### src/hw/lsu_params.svh
`ifndef LSU_PARAMS_SVH
`define LSU_PARAMS_SVH

// ********************
// unit dimensions.
// ********************

// byte address width, covers the whole data RAM.
`define LSU_ADDR_W 12

// RAM depth in 32-bit words.
`define LSU_RAM_WORDS 1024

// fault counter width; fills the upper half of cfg_rdata.
`define LSU_FCNT_W 16

// word index width, byte address minus the lane bits.
`define LSU_WIDX_W (`LSU_ADDR_W - 2)

`endif

### src/hw/rv_isa_pkg.sv
`default_nettype none

// RV32 load/store encodings.
package rv_isa_pkg;

    // ********************
    // major opcodes
    // ********************
    typedef logic [6:0] opcode_t;

    localparam opcode_t OP_LOAD  = 7'b0000011;
    localparam opcode_t OP_STORE = 7'b0100011;

    // ********************
    // funct3 fields
    // ********************
    typedef logic [2:0] funct3_t;

    // bit 2 picks zero extension on loads.
    localparam int F3_UNSIGNED_BIT = 2;

    // low two bits give the access size.
    typedef logic [1:0] size_t;

    localparam size_t SZ_BYTE = 2'b00;
    localparam size_t SZ_HALF = 2'b01;
    localparam size_t SZ_WORD = 2'b10;

endpackage

`default_nettype wire
### src/hw/lsu_pkg.sv
`default_nettype none

`include "lsu_params.svh"

// types seen by the load/store unit and its RAM.
package lsu_pkg;

    typedef logic [`LSU_ADDR_W-1:0] addr_t;  // byte address.
    typedef logic [`LSU_WIDX_W-1:0] widx_t;  // word index into the RAM.
    typedef logic [31:0]            data_t;
    typedef logic [3:0]             byte_en_t;

    // ********************
    // request / response
    // ********************
    typedef struct packed {
        logic                valid;
        rv_isa_pkg::opcode_t opcode;
        rv_isa_pkg::funct3_t funct3;
        addr_t               addr;
        data_t               wdata;
    } lsu_req_t;

    typedef struct packed {
        logic  valid;
        logic  is_load;
        logic  fault;
        data_t rdata;   // zero for stores and faults.
    } lsu_rsp_t;

    // write port of the data RAM.
    typedef struct packed {
        byte_en_t be;    // all zero means no write.
        widx_t    widx;
        data_t    wdata; // already steered into lanes.
    } ram_wr_t;

    // config write; the payload is the new protect limit.
    typedef struct packed {
        logic  we;
        addr_t wdata;
    } cfg_t;

endpackage

`default_nettype wire

### src/hw/lsu_protect_regs.sv
`timescale 1ns/1ps
`default_nettype none

`include "lsu_params.svh"

module lsu_protect_regs (
    input  logic           clk,
    input  logic           arst_n,
    input  lsu_pkg::cfg_t  cfg,
    input  logic           fault_pulse,
    output lsu_pkg::addr_t protect_limit,
    output lsu_pkg::data_t cfg_rdata
);

    localparam int PAD_W = 32 - `LSU_FCNT_W - `LSU_ADDR_W;

    lsu_pkg::addr_t          limit_q;
    logic [`LSU_FCNT_W-1:0]  fcnt_q;
    logic                    fcnt_full;

    // ********************
    // protect limit
    // ********************
    always_ff @(posedge clk or negedge arst_n) begin
        if (!arst_n) begin
            limit_q <= '0;  // zero disables protection.
        end else if (cfg.we) begin
            limit_q <= cfg.wdata;
        end
    end

    assign protect_limit = limit_q;

    // ********************
    // fault counter
    // ********************
    assign fcnt_full = &fcnt_q;

    always_ff @(posedge clk or negedge arst_n) begin
        if (!arst_n) begin
            fcnt_q <= '0;
        end else if (fault_pulse && !fcnt_full) begin
            fcnt_q <= fcnt_q + 1'b1;  // sticks at all ones.
        end
    end

    // count on top, limit zero-extended below.
    assign cfg_rdata = {fcnt_q, {PAD_W{1'b0}}, limit_q};

endmodule

`default_nettype wire

### config.mk
export PLATFORM = sky130hd
export DESIGN_NAME = lsu_protect_regs
export DESIGN_NICKNAME = d
export VERILOG_FILES = /design/src/hw/rv_isa_pkg.sv /design/src/hw/lsu_pkg.sv /design/src/hw/lsu_protect_regs.sv
export VERILOG_INCLUDE_DIRS = /design/src /design/src/hw
export SDC_FILE = /design/constraint.sdc
export NUM_CORES = 1
export LEC_CHECK = 0
export BUFFER_PORTS_ARGS = -buffer_cell sky130_fd_sc_hd__buf_4
export CAP_MARGIN = 15
export CORE_UTILIZATION = 30
export DETAILED_ROUTE_END_ITERATION = 10
export PLACE_DENSITY = 0.66
export SYNTH_ARGS = -nofsm -noshare
export SYNTH_HDL_FRONTEND = slang
export SYNTH_SLANG_ARGS = --single-unit
### constraint.sdc
create_clock -name clk -period 2 [get_ports clk]
set_input_delay 0.2 -clock clk [delete_from_list [all_inputs] [get_ports clk]]
set_output_delay 0.2 -clock clk [all_outputs]
set_load 0.05 [all_outputs]
==> out/results.ini <==
[synthesis]
synth_compound_area_share_pct = 4.57
ys_seq_elements = 28
synth_xor_area_share_pct = 3.08
netlist_top_cells_area = dfrtp_1 (49%), mux2_2 (12%), buf_4 (8.4%)
ys_warn_count = 0
synth_top_family_by_area = simple AND/OR/NAND/NOR gates
avgSynthCellArea_um2 = 12.2
synth.top_cell.area_share_pct = 49.2
synthSimpleGateAreaFrac_pct = 17.9
synth_fa_ha_area_share_pct = 0.879
syn_area_um2 = 1420
yosysUniqueCellTypes = 33
seq_area_frac_synth_pct = 49.2
muxShareOfSynthArea_pct = 14.3
synth_cells = 117
yosysTopAreaCell = dfrtp_1

[cells_and_area]
fin_util_pct = 41.4
drive_above_1_share_pct = 51.2
final_nets = 181
syn2layout_area_growth_pct = 29.3
fillers = 444
n_antenna_cell = 0

[global_route]
grt_pass1_vias = 962
grtUsageTotal_pct = 11.8
grt_max_degree = 29
antenna_found_initial = 0
overflow = 0
grt_pass1_wl_um = 4740

[placement]
routabilityCongestion = 0.722
dp_hpwl_um = 2100
dp_worst_setup_slack_ps = 237
io_buffers = 55

[floorplanning]
dieArea_um2 = 5030
die_x_um = 70.9
core_um2 = 4440
row_count = 24
start_util_pct = 32.0
die_h_um = 70.9
io_pins = 60

[drt]
wl_um = 2860
num_vias = 1031
wl_per_cell_um = 13.4
first_pass_iters = 7
drc = 21
vias_per_cell = 4.82
drt_iter0_markers = 81
antenna_left = 0

[clock_tree]
htree_levels = 1
cts-root-buf = clkbuf_8
max-clock-path-buffers = 2
clk_pin_slew_ps = 90
cts_buffers = 3
cts_tree = yes
cts_sinks = 28
clk_latency_ps = 270

[worst_setup_path]
r2r_start = fcnt_q[0]
max_stage_delay_ps = 430
rr_worst_depth = 5
cp_cell_sequence = ha_1, and4_1, nand4_1, nand2_1, mux2_2
end_kind = flop
r2r_end = fcnt_q[1]
startpoint = fcnt_q[0]
worstPathArrival_ps = 1940
rrSetupSlack_ps = 220
cp_max_fo = 5
cp_slowest_cell = dfrtp_1
required_ps = 2160
crit_type = flop to flop
start_kind = flop

[min_path]
hp-start = cfg[5]
hold_depth = 2
hold_class = input pin to flop
hold_end = protect_limit[5]

[outcome]
outcome = complete, but fails checks
violations = design-rule violations

[timing]
slew_violations = 0
period_share_pct = 89.0
tns_ps = 0
final.min_clock_period_ps = 1780
hold_viol = 0
whs_ps = 157
fin_ws_ps = 221
setup_viol = 0
skew_ps = 0.700
rsz0062_at_grt = false
fmax_mhz = 562

[pwr]
max-vdd-ir-drop_v = 0.000324
p_per_area_nw_per_um2 = 1090
p_total_mw = 2.01
p_leak_nw = 0.866

[run]
maxCapViolCount = 0

==> layout make-up <==
| class | count | area, um2 | area share [%] |
|---|---|---|---|
| flip-flops and latches | 28 | 701 | 38.1 |
| multi-input cells | 71 | 596 | 32.4 |
| repair buffers | 56 | 423 | 23.0 |
| well taps | 52 | 65.1 | 3.54 |
| clock buffers | 3 | 41.3 | 2.24 |
| inverters | 4 | 15.0 | 0.816 |
==> Yosys cell counts <==
master	count
a21oi_1	3
a31oi_1	1
and3_1	4
and4_1	2
and4_2	1
and4_4	1
buf_1	1
buf_4	16
conb_1	1
dfrtp_1	28
ha_1	1
inv_1	3
inv_2	1
mux2_2	15
mux2_4	1
mux2i_1	2
nand2_1	6
nand3_1	4
nand3_2	1
nand3_4	1
nand4_1	5
nand4_4	1
nor2_1	4
nor3_1	1
nor4_2	1
nor4_4	1
nor4b_2	1
o2111a_1	1
o211ai_1	1
o21a_1	2
o32a_1	1
xnor2_1	3
xor2_1	2
==> report_power, final <==
part | switching, mW | leakage, nW | internal (mW) | total [mW]
logic | 0.614 | 0.499 | 0.284 | 0.898
clock network | 0.170 | 0.0216 | 0.135 | 0.305
registers | 0.140 | 0.345 | 0.662 | 0.802
==> per-layer routing <==
layer  vias to the layer above  wire length (um)  global-route usage, %
li1                        497                 -                      -
met3                         0               326                   3.56
met4                         0                 0                   3.33
met1                       482              1290                   16.2
met2                        52              1240                   18.1
met5                         -                 0                      0
==> through the flow <==
stage | instances | instance area [um2]
final | 214 | 1840
after detailed placement | 210 | 1790
after global routing | 214 | 1840
after global placement | 210 | 1790
after floorplan | 120 | 1440
after CTS | 214 | 1840
==> kinds of logic (layout without fill, tap and decap cells) <==
group           after synthesis  after routing
fa+ha+maj                     1              1
flops                        28             28
buf+inv                      21             63
other cells                   1              4
compound gates                9              9
mux                          18             18
simple gates                 34             34
xor+xnor                      5              5
==> cell usage in the layout (no fill, tap or decap) <==
master / instances
a21oi_1: 3
nand4_1: 5
o211ai_1: 1
ha_1: 1
and3_1: 4
conb_1: 4
nor4b_2: 1
nor4_2: 1
nand3_4: 1
dfrtp_1: 28
o21a_1: 2
a31oi_1: 1
mux2i_1: 2
o2111a_1: 1
buf_4: 55
nand3_1: 4
and4_4: 1
xor2_1: 2
o32a_1: 1
inv_2: 1
clkbuf_8: 3
nand2_1: 6
xnor2_1: 3
mux2_4: 1
nand3_2: 1
dlygate4sd3_1: 1
inv_1: 3
nand4_4: 1
mux2_2: 15
and4_1: 2
nor3_1: 1
nor2_1: 4
and4_2: 1
nor4_4: 1
==> critical path, delay by kind of cell, from the launching register on <==
family	cells	cell delay, ps
DFF	1	430
muxes	1	340
and+or+nand+nor	3	600
adders and majority gates	1	300
==> worst max path at each step <==
| stage | cells past startpoint | slack, ps | end |
|---|---|---|---|
| detailed placement | 5 | 240 | fcnt_q[1] |
| floorplan | 5 | 20 | fcnt_q[1] |
| global placement | 5 | 280 | fcnt_q[1] |
| global route | 5 | 80 | fcnt_q[1] |
| finish | 5 | 220 | fcnt_q[1] |
| CTS | 5 | 210 | fcnt_q[1] |
==> sequential cells by signal (all words and copies together), names as in the netlist <==
register	flops
fcnt_q	16
protect_limit	12
==> what timing repair did <==
| item | in CTS | in global routing |
|---|---|---|
| endpoints found under the setup margin | 0 | 0 |
| buffers inserted | 0 | 0 |
| endpoints found under the hold margin | 28 | 0 |
| hold buffers | 1 | 0 |
| resized for setup | 0 | 0 |
(Power assumes the default switching activity.)
