File: config.mk
export PLATFORM = sky130hd
export DESIGN_NAME = lsu_lane_align
export DESIGN_NICKNAME = d
export VERILOG_FILES = /design/src/hw/rv_isa_pkg.sv /design/src/hw/lsu_pkg.sv /design/src/hw/lsu_lane_align.sv
export VERILOG_INCLUDE_DIRS = /design/src /design/src/hw
export SDC_FILE = /design/constraint.sdc
export NUM_CORES = 1
export LEC_CHECK = 0
export ABC_CLOCK_PERIOD_IN_PS = 3300
export BUFFER_PORTS_ARGS = -buffer_cell sky130_fd_sc_hd__buf_2
export CAP_MARGIN = 20
export CORE_UTILIZATION = 38
export CTS_BUF_LIST = sky130_fd_sc_hd__clkbuf_8 sky130_fd_sc_hd__clkbuf_16
export DETAILED_ROUTE_END_ITERATION = 10
export PLACE_DENSITY = 0.95
export SLEW_MARGIN = 20
export SYNTH_ARGS = -nofsm -noshare
export SYNTH_HDL_FRONTEND = slang
export SYNTH_SLANG_ARGS = --single-unit
File: constraint.sdc
create_clock -name clk -period 3.3 [get_ports clk]
set_clock_uncertainty 0.2 [all_clocks]
set_input_delay 0.66 -clock clk [delete_from_list [all_inputs] [get_ports clk]]
set_output_delay 0.66 -clock clk [all_outputs]
set_load 0.02 [all_outputs]
File: src/hw/lsu_params.svh
`ifndef LSU_PARAMS_SVH
`define LSU_PARAMS_SVH

// ********************
// unit dimensions.
// ********************

// byte address width, covers the whole data RAM.
`define LSU_ADDR_W 12

// RAM depth in 32-bit words.
`define LSU_RAM_WORDS 1024

// fault counter width; fills the upper half of cfg_rdata.
`define LSU_FCNT_W 16

// word index width, byte address minus the lane bits.
`define LSU_WIDX_W (`LSU_ADDR_W - 2)

`endif

File: src/hw/rv_isa_pkg.sv
`default_nettype none

// RV32 load/store encodings.
package rv_isa_pkg;

    // ********************
    // major opcodes
    // ********************
    typedef logic [6:0] opcode_t;

    localparam opcode_t OP_LOAD  = 7'b0000011;
    localparam opcode_t OP_STORE = 7'b0100011;

    // ********************
    // funct3 fields
    // ********************
    typedef logic [2:0] funct3_t;

    // bit 2 picks zero extension on loads.
    localparam int F3_UNSIGNED_BIT = 2;

    // low two bits give the access size.
    typedef logic [1:0] size_t;

    localparam size_t SZ_BYTE = 2'b00;
    localparam size_t SZ_HALF = 2'b01;
    localparam size_t SZ_WORD = 2'b10;

endpackage

`default_nettype wire
File: src/hw/lsu_pkg.sv
`default_nettype none

`include "lsu_params.svh"

// types seen by the load/store unit and its RAM.
package lsu_pkg;

    typedef logic [`LSU_ADDR_W-1:0] addr_t;  // byte address.
    typedef logic [`LSU_WIDX_W-1:0] widx_t;  // word index into the RAM.
    typedef logic [31:0]            data_t;
    typedef logic [3:0]             byte_en_t;

    // ********************
    // request / response
    // ********************
    typedef struct packed {
        logic                valid;
        rv_isa_pkg::opcode_t opcode;
        rv_isa_pkg::funct3_t funct3;
        addr_t               addr;
        data_t               wdata;
    } lsu_req_t;

    typedef struct packed {
        logic  valid;
        logic  is_load;
        logic  fault;
        data_t rdata;   // zero for stores and faults.
    } lsu_rsp_t;

    // write port of the data RAM.
    typedef struct packed {
        byte_en_t be;    // all zero means no write.
        widx_t    widx;
        data_t    wdata; // already steered into lanes.
    } ram_wr_t;

    // config write; the payload is the new protect limit.
    typedef struct packed {
        logic  we;
        addr_t wdata;
    } cfg_t;

endpackage

`default_nettype wire

File: src/hw/lsu_lane_align.sv
`timescale 1ns/1ps
`default_nettype none

`include "lsu_params.svh"

module lsu_lane_align (
    input  logic               clk,
    input  logic               arst_n,
    input  lsu_pkg::lsu_req_t  req,
    input  lsu_pkg::addr_t     protect_limit,
    output lsu_pkg::ram_wr_t   ram_wr,
    output lsu_pkg::widx_t     ram_raddr,
    input  lsu_pkg::data_t     ram_rdata,
    output lsu_pkg::lsu_rsp_t  rsp,
    output logic               fault_pulse
);

    // ********************
    // request decode
    // ********************
    logic                is_load;
    logic                is_store;
    rv_isa_pkg::size_t   size;
    logic                uns;
    logic [1:0]          byte_idx;

    logic                misaligned;
    logic                bad_funct3;
    logic                bad_opcode;
    logic                protected_hit;
    logic                fault;

    lsu_pkg::byte_en_t   be;
    lsu_pkg::data_t      st_data;

    assign is_load  = (req.opcode == rv_isa_pkg::OP_LOAD);
    assign is_store = (req.opcode == rv_isa_pkg::OP_STORE);
    assign size     = req.funct3[1:0];
    assign uns      = req.funct3[rv_isa_pkg::F3_UNSIGNED_BIT];
    assign byte_idx = req.addr[1:0];

    // ********************
    // fault check
    // ********************
    always_comb begin
        case (size)
            rv_isa_pkg::SZ_HALF: misaligned = byte_idx[0];
            rv_isa_pkg::SZ_WORD: misaligned = |byte_idx;
            default:             misaligned = 1'b0;
        endcase
    end

    // size 11 never exists; stores have no unsigned form, neither does lw on RV32.
    assign bad_funct3 = (size == 2'b11) ||
                        (uns && (is_store || size == rv_isa_pkg::SZ_WORD));
    assign bad_opcode    = !is_load && !is_store;
    assign protected_hit = is_store && (req.addr < protect_limit); // limit 0 never hits.
    assign fault = req.valid && (misaligned || bad_funct3 || bad_opcode || protected_hit);

    // ********************
    // store lane steering
    // ********************
    always_comb begin
        case (size)
            rv_isa_pkg::SZ_BYTE: begin
                st_data = {4{req.wdata[7:0]}};  // byte in every lane.
                be      = 4'b0001 << byte_idx;
            end
            rv_isa_pkg::SZ_HALF: begin
                st_data = {2{req.wdata[15:0]}};
                be      = byte_idx[1] ? 4'b1100 : 4'b0011;
            end
            default: begin
                st_data = req.wdata;
                be      = 4'b1111;
            end
        endcase
    end

    assign ram_wr.be    = (req.valid && is_store && !fault) ? be : 4'b0000;
    assign ram_wr.widx  = req.addr[`LSU_ADDR_W-1:2];
    assign ram_wr.wdata = st_data;

    // RAM read runs every cycle, only loads use the word.
    assign ram_raddr = req.addr[`LSU_ADDR_W-1:2];

    // ********************
    // response stage
    // ********************
    logic                rsp_valid_q;
    logic                is_load_q;
    logic                fault_q;
    logic [1:0]          byte_idx_q;  // index of the address that fetched ram_rdata.
    rv_isa_pkg::funct3_t funct3_q;

    logic                uns_q;
    lsu_pkg::data_t      lane;

    always_ff @(posedge clk or negedge arst_n) begin
        if (!arst_n) begin
            rsp_valid_q <= 1'b0;
            is_load_q   <= 1'b0;
            fault_q     <= 1'b0;
        end else begin
            rsp_valid_q <= req.valid;
            is_load_q   <= req.valid && is_load;
            fault_q     <= fault;
        end
    end

    always_ff @(posedge clk) begin
        byte_idx_q <= byte_idx;
        funct3_q   <= req.funct3;
    end

    assign uns_q = funct3_q[rv_isa_pkg::F3_UNSIGNED_BIT];
    assign lane  = ram_rdata >> {byte_idx_q, 3'b000}; // addressed lane down to bit 0.

    always_comb begin
        rsp.valid   = rsp_valid_q;
        rsp.is_load = is_load_q;
        rsp.fault   = fault_q;
        if (!is_load_q || fault_q) begin
            rsp.rdata = '0;
        end else begin
            case (funct3_q[1:0])
                rv_isa_pkg::SZ_BYTE: rsp.rdata = {{24{!uns_q & lane[7]}}, lane[7:0]};
                rv_isa_pkg::SZ_HALF: rsp.rdata = {{16{!uns_q & lane[15]}}, lane[15:0]};
                rv_isa_pkg::SZ_WORD: rsp.rdata = lane;
                default:             rsp.rdata = '0;
            endcase
        end
    end

    assign fault_pulse = fault_q; // one cycle, alongside the response.

endmodule

`default_nettype wire

==> results of run 1 <==
==> cells in the mapped netlist (all sizes together) <==
library cell  count  area [um^2]
nand2            54          203
buf              38          275
a21oi            29          183
mux2             17          195
a211oi           15          113
ha               15          188
inv              15         56.3
clkbuf           11         41.3
nor2             11         41.3
o21ai            10         50.1
mux2i             9         90.1
nor2b             9         56.3
a22o              8         70.1
a22oi             8         60.1
dfxtp             5          100
dfrtp             3         75.1
nand2b            3         18.8
nor4              3         18.8
nor3b             2         20.0
a211o             1         8.76
a21boi            1         18.8
a31oi             1         6.26
and2              1         6.26
and4b             1         10.0
nand3             1         5.00
nand3b            1         7.51
nand4             1         6.26
nand4b            1         8.76
o211a             1         10.0
o211ai            1         7.51
o21a              1         7.51
o221ai            1         8.76
o22a              1         8.76
o31a              1         8.76
or3               1         6.26
or4               1         7.51
xor2              1         8.76
==> logic make-up after synthesis <==
group | count (synthesis)
adder cells (fa/ha/maj) | 15
buffers and inverters | 64
XOR/XNOR | 1
AND/OR/NAND/NOR | 90
AO/OA/AOI/OAI | 79
multiplexers | 26
flip-flops | 8
==> routing by layer <==
metal | GRT usage (%) | wire, um | up-vias
li1 | - | - | 1281
met1 | 20.5 | 2510 | 1198
met2 | 44.1 | 3620 | 154
met3 | 2.54 | 500 | 16
met4 | 5.87 | 114 | 0
met5 | 0 | 0 | -
==> state kept, by name, summed over array words and instances (netlist names) <==
name / cells
rsp_valid_q: 1
is_load_q: 1
fault_pulse: 1
funct3_q: 3
byte_idx_q: 2
==> per-stage QoR <==
stage	power [mW]	instance area, um^2	hold slack, ns	setup WS, ns	cells
global route	0.616	2850	0.0117	0.0377	509
detailed placement	0.455	2810	0.258	0.129	505
CTS	0.575	2850	0.0180	0.131	509
finish	0.573	2850	0.0176	0.147	509
floorplan	0.334	2010	0.164	0.244	283
global placement	0.445	2810	0.256	0.227	505
==> worst paths after layout <==
kind,from,cells after the start,endpoint,slack [ns]
setup / recovery,req[34],8,ram_wr[44],0.15
hold / removal,arst_n,1,rsp_valid_q$_DFF_PN0_,0.02
max in group asynchronous,arst_n,1,fault_pulse$_DFF_PN0_,2.78
min in group clk,req[46],1,funct3_q[2]$_DFF_P_,0.36
==> power by group through the flow <==
stage | logic, mW | clock network (mW) | registers (mW)
floorplan | 0.226 | 0 | 0.108
detailed placement | 0.346 | 0 | 0.109
global placement | 0.336 | 0 | 0.109
global route | 0.379 | 0.129 | 0.107
finish | 0.347 | 0.119 | 0.107
CTS | 0.347 | 0.120 | 0.107
==> area by class of cell <==
class	instances	share of cell area [%]
clock inverter	1	0.132
timing repair buffer	201	36.1
tap	70	3.07
inverter	15	1.98
clock buffer	3	1.45
multi-input combinational	211	51.1
sequential	8	6.15
==> reports/metrics.yaml, run 1 <==
drt:
  route.detailed.wl_per_inst_um: 13.3
  initialDrtViolationCount: 63
  routed-via-count: 2649
  route.antenna.remaining_nets: 0
  drcViolationCount: 0
  detail_route.vias_per_cell: 5.20
  finalWirelength_um: 6750
  drt_first_pass_iters: 4
die:
  floorplan.die_area_um2: 5570
  die_h_um: 74.7
  io_pins: 193
  num_rows: 26
  die_w_um: 74.7
  initial_utilization_pct: 39.3
  coreArea_um2: 5110
worst_setup_path:
  timing.critical_path.cells: "buf_2, ha_1, a211o_1, a31oi_1, o221ai_1, a21oi_1, nor2_1, buf_2"
  startpoint_type: "primary input"
  timing.setup.critical_path_class: "primary input to primary output"
  crit_path_max_incr_delay_ns: 0.35
  path_max_fanout: 4
  cp.buffers_inverters: 2
  critPathRequiredTime_ns: 2.44
  endpoint_kind: "primary output"
  slowest_stage: "sky130_fd_sc_hd__a21oi_1"
  cp_top_family: "compound AO/OA/AOI/OAI gates"
  arrival_ns: 2.29
  cp_most_frequent_cell: "sky130_fd_sc_hd__buf_2"
job:
  cap_violations: 0
power_and_ir_drop:
  share_comb_of_total_power_pct: 60.6
  power.density_nw_per_um2: 201
  power.clock.fraction_pct: 20.7
  cellInternalPower_mw: 0.330
  seq_power_share_pct: 18.7
  p_leak_nw: 1.61
  switchingPower_mw: 0.243
  power_switching_share_pct: 42.4
  vdd.ir_drop.worst_v: 0.000155
grt:
  grt_use_total_pct: 20.8
  maximum_number_of_pins_on_one_net_before_global_route_repair: 33
  first_pass_grt_wire_length_um: 9130
  vias_in_the_first_global_route: 2092
  antenna_found_initial: 0
  grt_overflow: 0
clocking:
  clock_sink_count: 8
  clk_pin_slew_ns: 0.05
  cts_setup_buffers: 0
  ctsHoldBuffers: 0
  cts_resized: 0
  max-clock-path-buffers: 2
  h-tree-depth: 1
  cts_root_buf: "sky130_fd_sc_hd__clkbuf_8"
  cts_buf_count: 3
  tritoncts: "done"
placement:
  gp_congestion: 0.823
  place_hpwl_um: 5610
  io_buffers: 192
timing:
  max_slew_violation_count: 0
  final_hold_viol_count: 0
  min_period_ns: 3.15
  worstMarginPinSlew_ns: 0.621
  slew_headroom_pct: 58.5
  timing.setup.tns_ns: 0
  post-route-period-util_pct: 95.5
  max_clock_freq_mhz: 317
  setup-violations-final: 0
  unrepaired_setup_endpoints_after_global_routing: "no"
finish:
  final_design_utilization_pct: 55.8
  area_growth_syn_to_layout_pct: 42.1
  final_common_cell: "sky130_fd_sc_hd__buf_2"
  area.sequential_um2: 175
  final_nets: 556
  layout_common_cells: "sky130_fd_sc_hd__buf_2, sky130_fd_sc_hd__nand2_1, sky130_fd_sc_hd__a21oi_1, sky130_fd_sc_hd__inv_1, sky130_fd_sc_hd__mux2_2"
  multi_input_area_um2: 1460
  n_antenna_cell: 0
  nFillCells: 471
  post_route_cells_drive_above_1_share_pct: 53.1
logic_synthesis:
  synth.mux.area_fraction_pct: 14.2
  synth.net_count: 399
  synthesis.instances: 283
  ys_ff_latch: 8
  netlist_area_before_placement_um2: 2010
  synth.avg_cell_area_um2: 7.09
  post_synth_and_or_nand_nor_area_fraction_pct: 20.7
  dominant_combinational_cell_family_by_area_after_synthesis: "compound AO/OA/AOI/OAI gates"
  adder_cell_share_of_the_synthesized_area_pct: 9.36
  ys_seq_area_share_pct: 8.73
  post_synth_cell_types: 43
  synth-compound-area-share_pct: 27.9
  yosys_warnings: 0
  yosys.area_share.xor_xnor_pct: 0.437
min_path:
  worst_hold_path_type: "primary input to async pin"
outcome:
  run_status: "finished, final reports clean"
No activity file was read; power rests on OpenSTA's default activity.
==> run 2: changes to the inputs <==
==> constraint.sdc (replaced) <==
create_clock -name clk -period 3.3 [get_ports clk]
set_clock_uncertainty 0.2 [all_clocks]
set_input_delay 0.165 -clock clk [delete_from_list [all_inputs] [get_ports clk]]
set_output_delay 0.165 -clock clk [all_outputs]
set_load 0.02 [all_outputs]
==> reports/metrics.yaml, run 2 (synthesized netlist as in run 1, its figures left out) <==
outcome:
  run_status: "finished, final reports clean"
timing:
  finalHoldWorstSlack_ns: 0.0630
  final_hold_viol_count: 0
  max_slew_violation_count: 0
  min_period_ns: 2.70
  unrepaired_setup_endpoints_after_global_routing: "no"
  final.setup.worst_slack_ns: 0.605
  slew_headroom_pct: 58.2
  worstMarginPinSlew_ns: 0.626
  max_clock_freq_mhz: 371
  setup-violations-final: 0
  timing.setup.tns_ns: 0
  post-route-period-util_pct: 81.7
finish:
  nFillCells: 485
  final_nets: 561
  n_antenna_cell: 0
  area_growth_syn_to_layout_pct: 44.9
  largest-register: "funct3_q"
  final_common_cell: "sky130_fd_sc_hd__buf_2"
  post_route_cells_drive_above_1_share_pct: 52.0
  largest_register_ff_count: 3
  layout_common_cells: "sky130_fd_sc_hd__buf_2, sky130_fd_sc_hd__nand2_1, sky130_fd_sc_hd__a21oi_1, sky130_fd_sc_hd__inv_1, sky130_fd_sc_hd__mux2_2"
  final_cell_count_no_fill: 514
  biggestRegsByFlops: "funct3_q x3, byte_idx_q x2"
die:
  io_pins: 193
  num_rows: 26
  coreArea_um2: 5110
  floorplan.die_area_um2: 5570
  die_h_um: 74.7
  initial_utilization_pct: 39.3
  die_w_um: 74.7
placement:
  post-place-ws_ns: 0.920
  place_hpwl_um: 5580
  placed_cells: 503
  io_buffers: 192
  gp_congestion: 0.791
clocking:
  tritoncts: "done"
  cts_setup_buffers: 0
  clock_sink_count: 8
  cts_buf_count: 3
  h-tree-depth: 1
  clk_pin_slew_ns: 0.04
  cts_root_buf: "sky130_fd_sc_hd__clkbuf_8"
  cts_resized: 0
  max-clock-path-buffers: 2
  ctsHoldBuffers: 7
worst_setup_path:
  slowest_stage: "sky130_fd_sc_hd__dlygate4sd3_1"
  timing.critical_path.cells: "dlygate4sd3_1, buf_2, inv_1, ha_1, nand3_1, nand2_1, nor4_1, a21oi_1, nor2_1, buf_2"
  startpoint_type: "primary input"
  critPathRequiredTime_ns: 2.93
  arrival_ns: 2.33
  cp_most_frequent_cell: "sky130_fd_sc_hd__buf_2"
  crit_path_max_incr_delay_ns: 0.54
  timing.setup.critical_path_class: "primary input to primary output"
  path_max_fanout: 14
  endpoint_kind: "primary output"
drt:
  initialDrtViolationCount: 73
  detail_route.vias_per_cell: 5.17
  finalWirelength_um: 6790
  route.detailed.wl_per_inst_um: 13.2
  drt_first_pass_iters: 4
  drcViolationCount: 0
  route.antenna.remaining_nets: 0
  routed-via-count: 2656
power_and_ir_drop:
  cellInternalPower_mw: 0.335
  power.density_nw_per_um2: 199
  seq_power_share_pct: 18.5
  power.clock.fraction_pct: 20.5
  post-layout-total-power_mw: 0.577
  p_leak_nw: 1.63
  share_comb_of_total_power_pct: 61.1
  switchingPower_mw: 0.242
  power_switching_share_pct: 42.0
  vdd.ir_drop.worst_v: 0.0000994
grt:
  grt_overflow: 0
  maximum_number_of_pins_on_one_net_before_global_route_repair: 33
  antenna_found_initial: 0
  grt_use_total_pct: 22.1
  first_pass_grt_wire_length_um: 9670
  vias_in_the_first_global_route: 2254
min_path:
  worst_hold_path_type: "primary input to async pin"
job:
  cap_violations: 0
-- run 2: metal layers --
| layer | vias to the layer above | global-route usage [%] | share of wire, % |
|---|---|---|---|
| li1 | 1289 | - | - |
| met1 | 1205 | 22.6 | 36 |
| met2 | 146 | 45.9 | 54 |
| met3 | 16 | 1.74 | 7.2 |
| met4 | 0 | 7.97 | 2.1 |
| met5 | - | 0 | 0 |
-- run 2: area by class of cell --
class | instances | area (um^2) | share of cell area, %
Clock buffer | 3 | 41.3 | 1.42
Clock inverter | 1 | 3.75 | 0.129
Inverter | 15 | 56.3 | 1.94
Multi-Input combinational cell | 211 | 1460 | 50.2
Sequential cell | 8 | 175 | 6.03
Tap cell | 70 | 87.6 | 3.01
Timing Repair Buffer | 206 | 1080 | 37.3
-- run 2: final timing paths --
path                       startpoint               endpoint  depth (start not counted)
max                           req[45]             ram_wr[43]                         10
min                            arst_n    is_load_q$_DFF_PN0_                          2
max in group asynchronous      arst_n  rsp_valid_q$_DFF_PN0_                          2
min in group clk              req[52]    is_load_q$_DFF_PN0_                          2
-- run 2: critical path: cells and delay by family --
| kind | cells | cell delay [ns] |
|---|---|---|
| buffers and inverters | 4 | 0.94 |
| adders and majority gates | 1 | 0.46 |
| and+or+nand+nor | 4 | 0.44 |
| AOI/OAI and AO/OA | 1 | 0.33 |
-- run 2: power groups by stage --
stage	clock network, mW	logic (mW)	registers (mW)
floorplan	0	0.226	0.108
global placement	0	0.335	0.108
detailed placement	0	0.344	0.108
CTS	0.123	0.353	0.106
global route	0.127	0.385	0.107
finish	0.118	0.352	0.106
-- run 2: per-stage QoR --
stage               util, %  cell area [um^2]
global route           56.9              2910
finish                 56.9              2910
CTS                    56.9              2910
floorplan                 -              2010
global placement       54.6              2790
detailed placement     54.6              2790
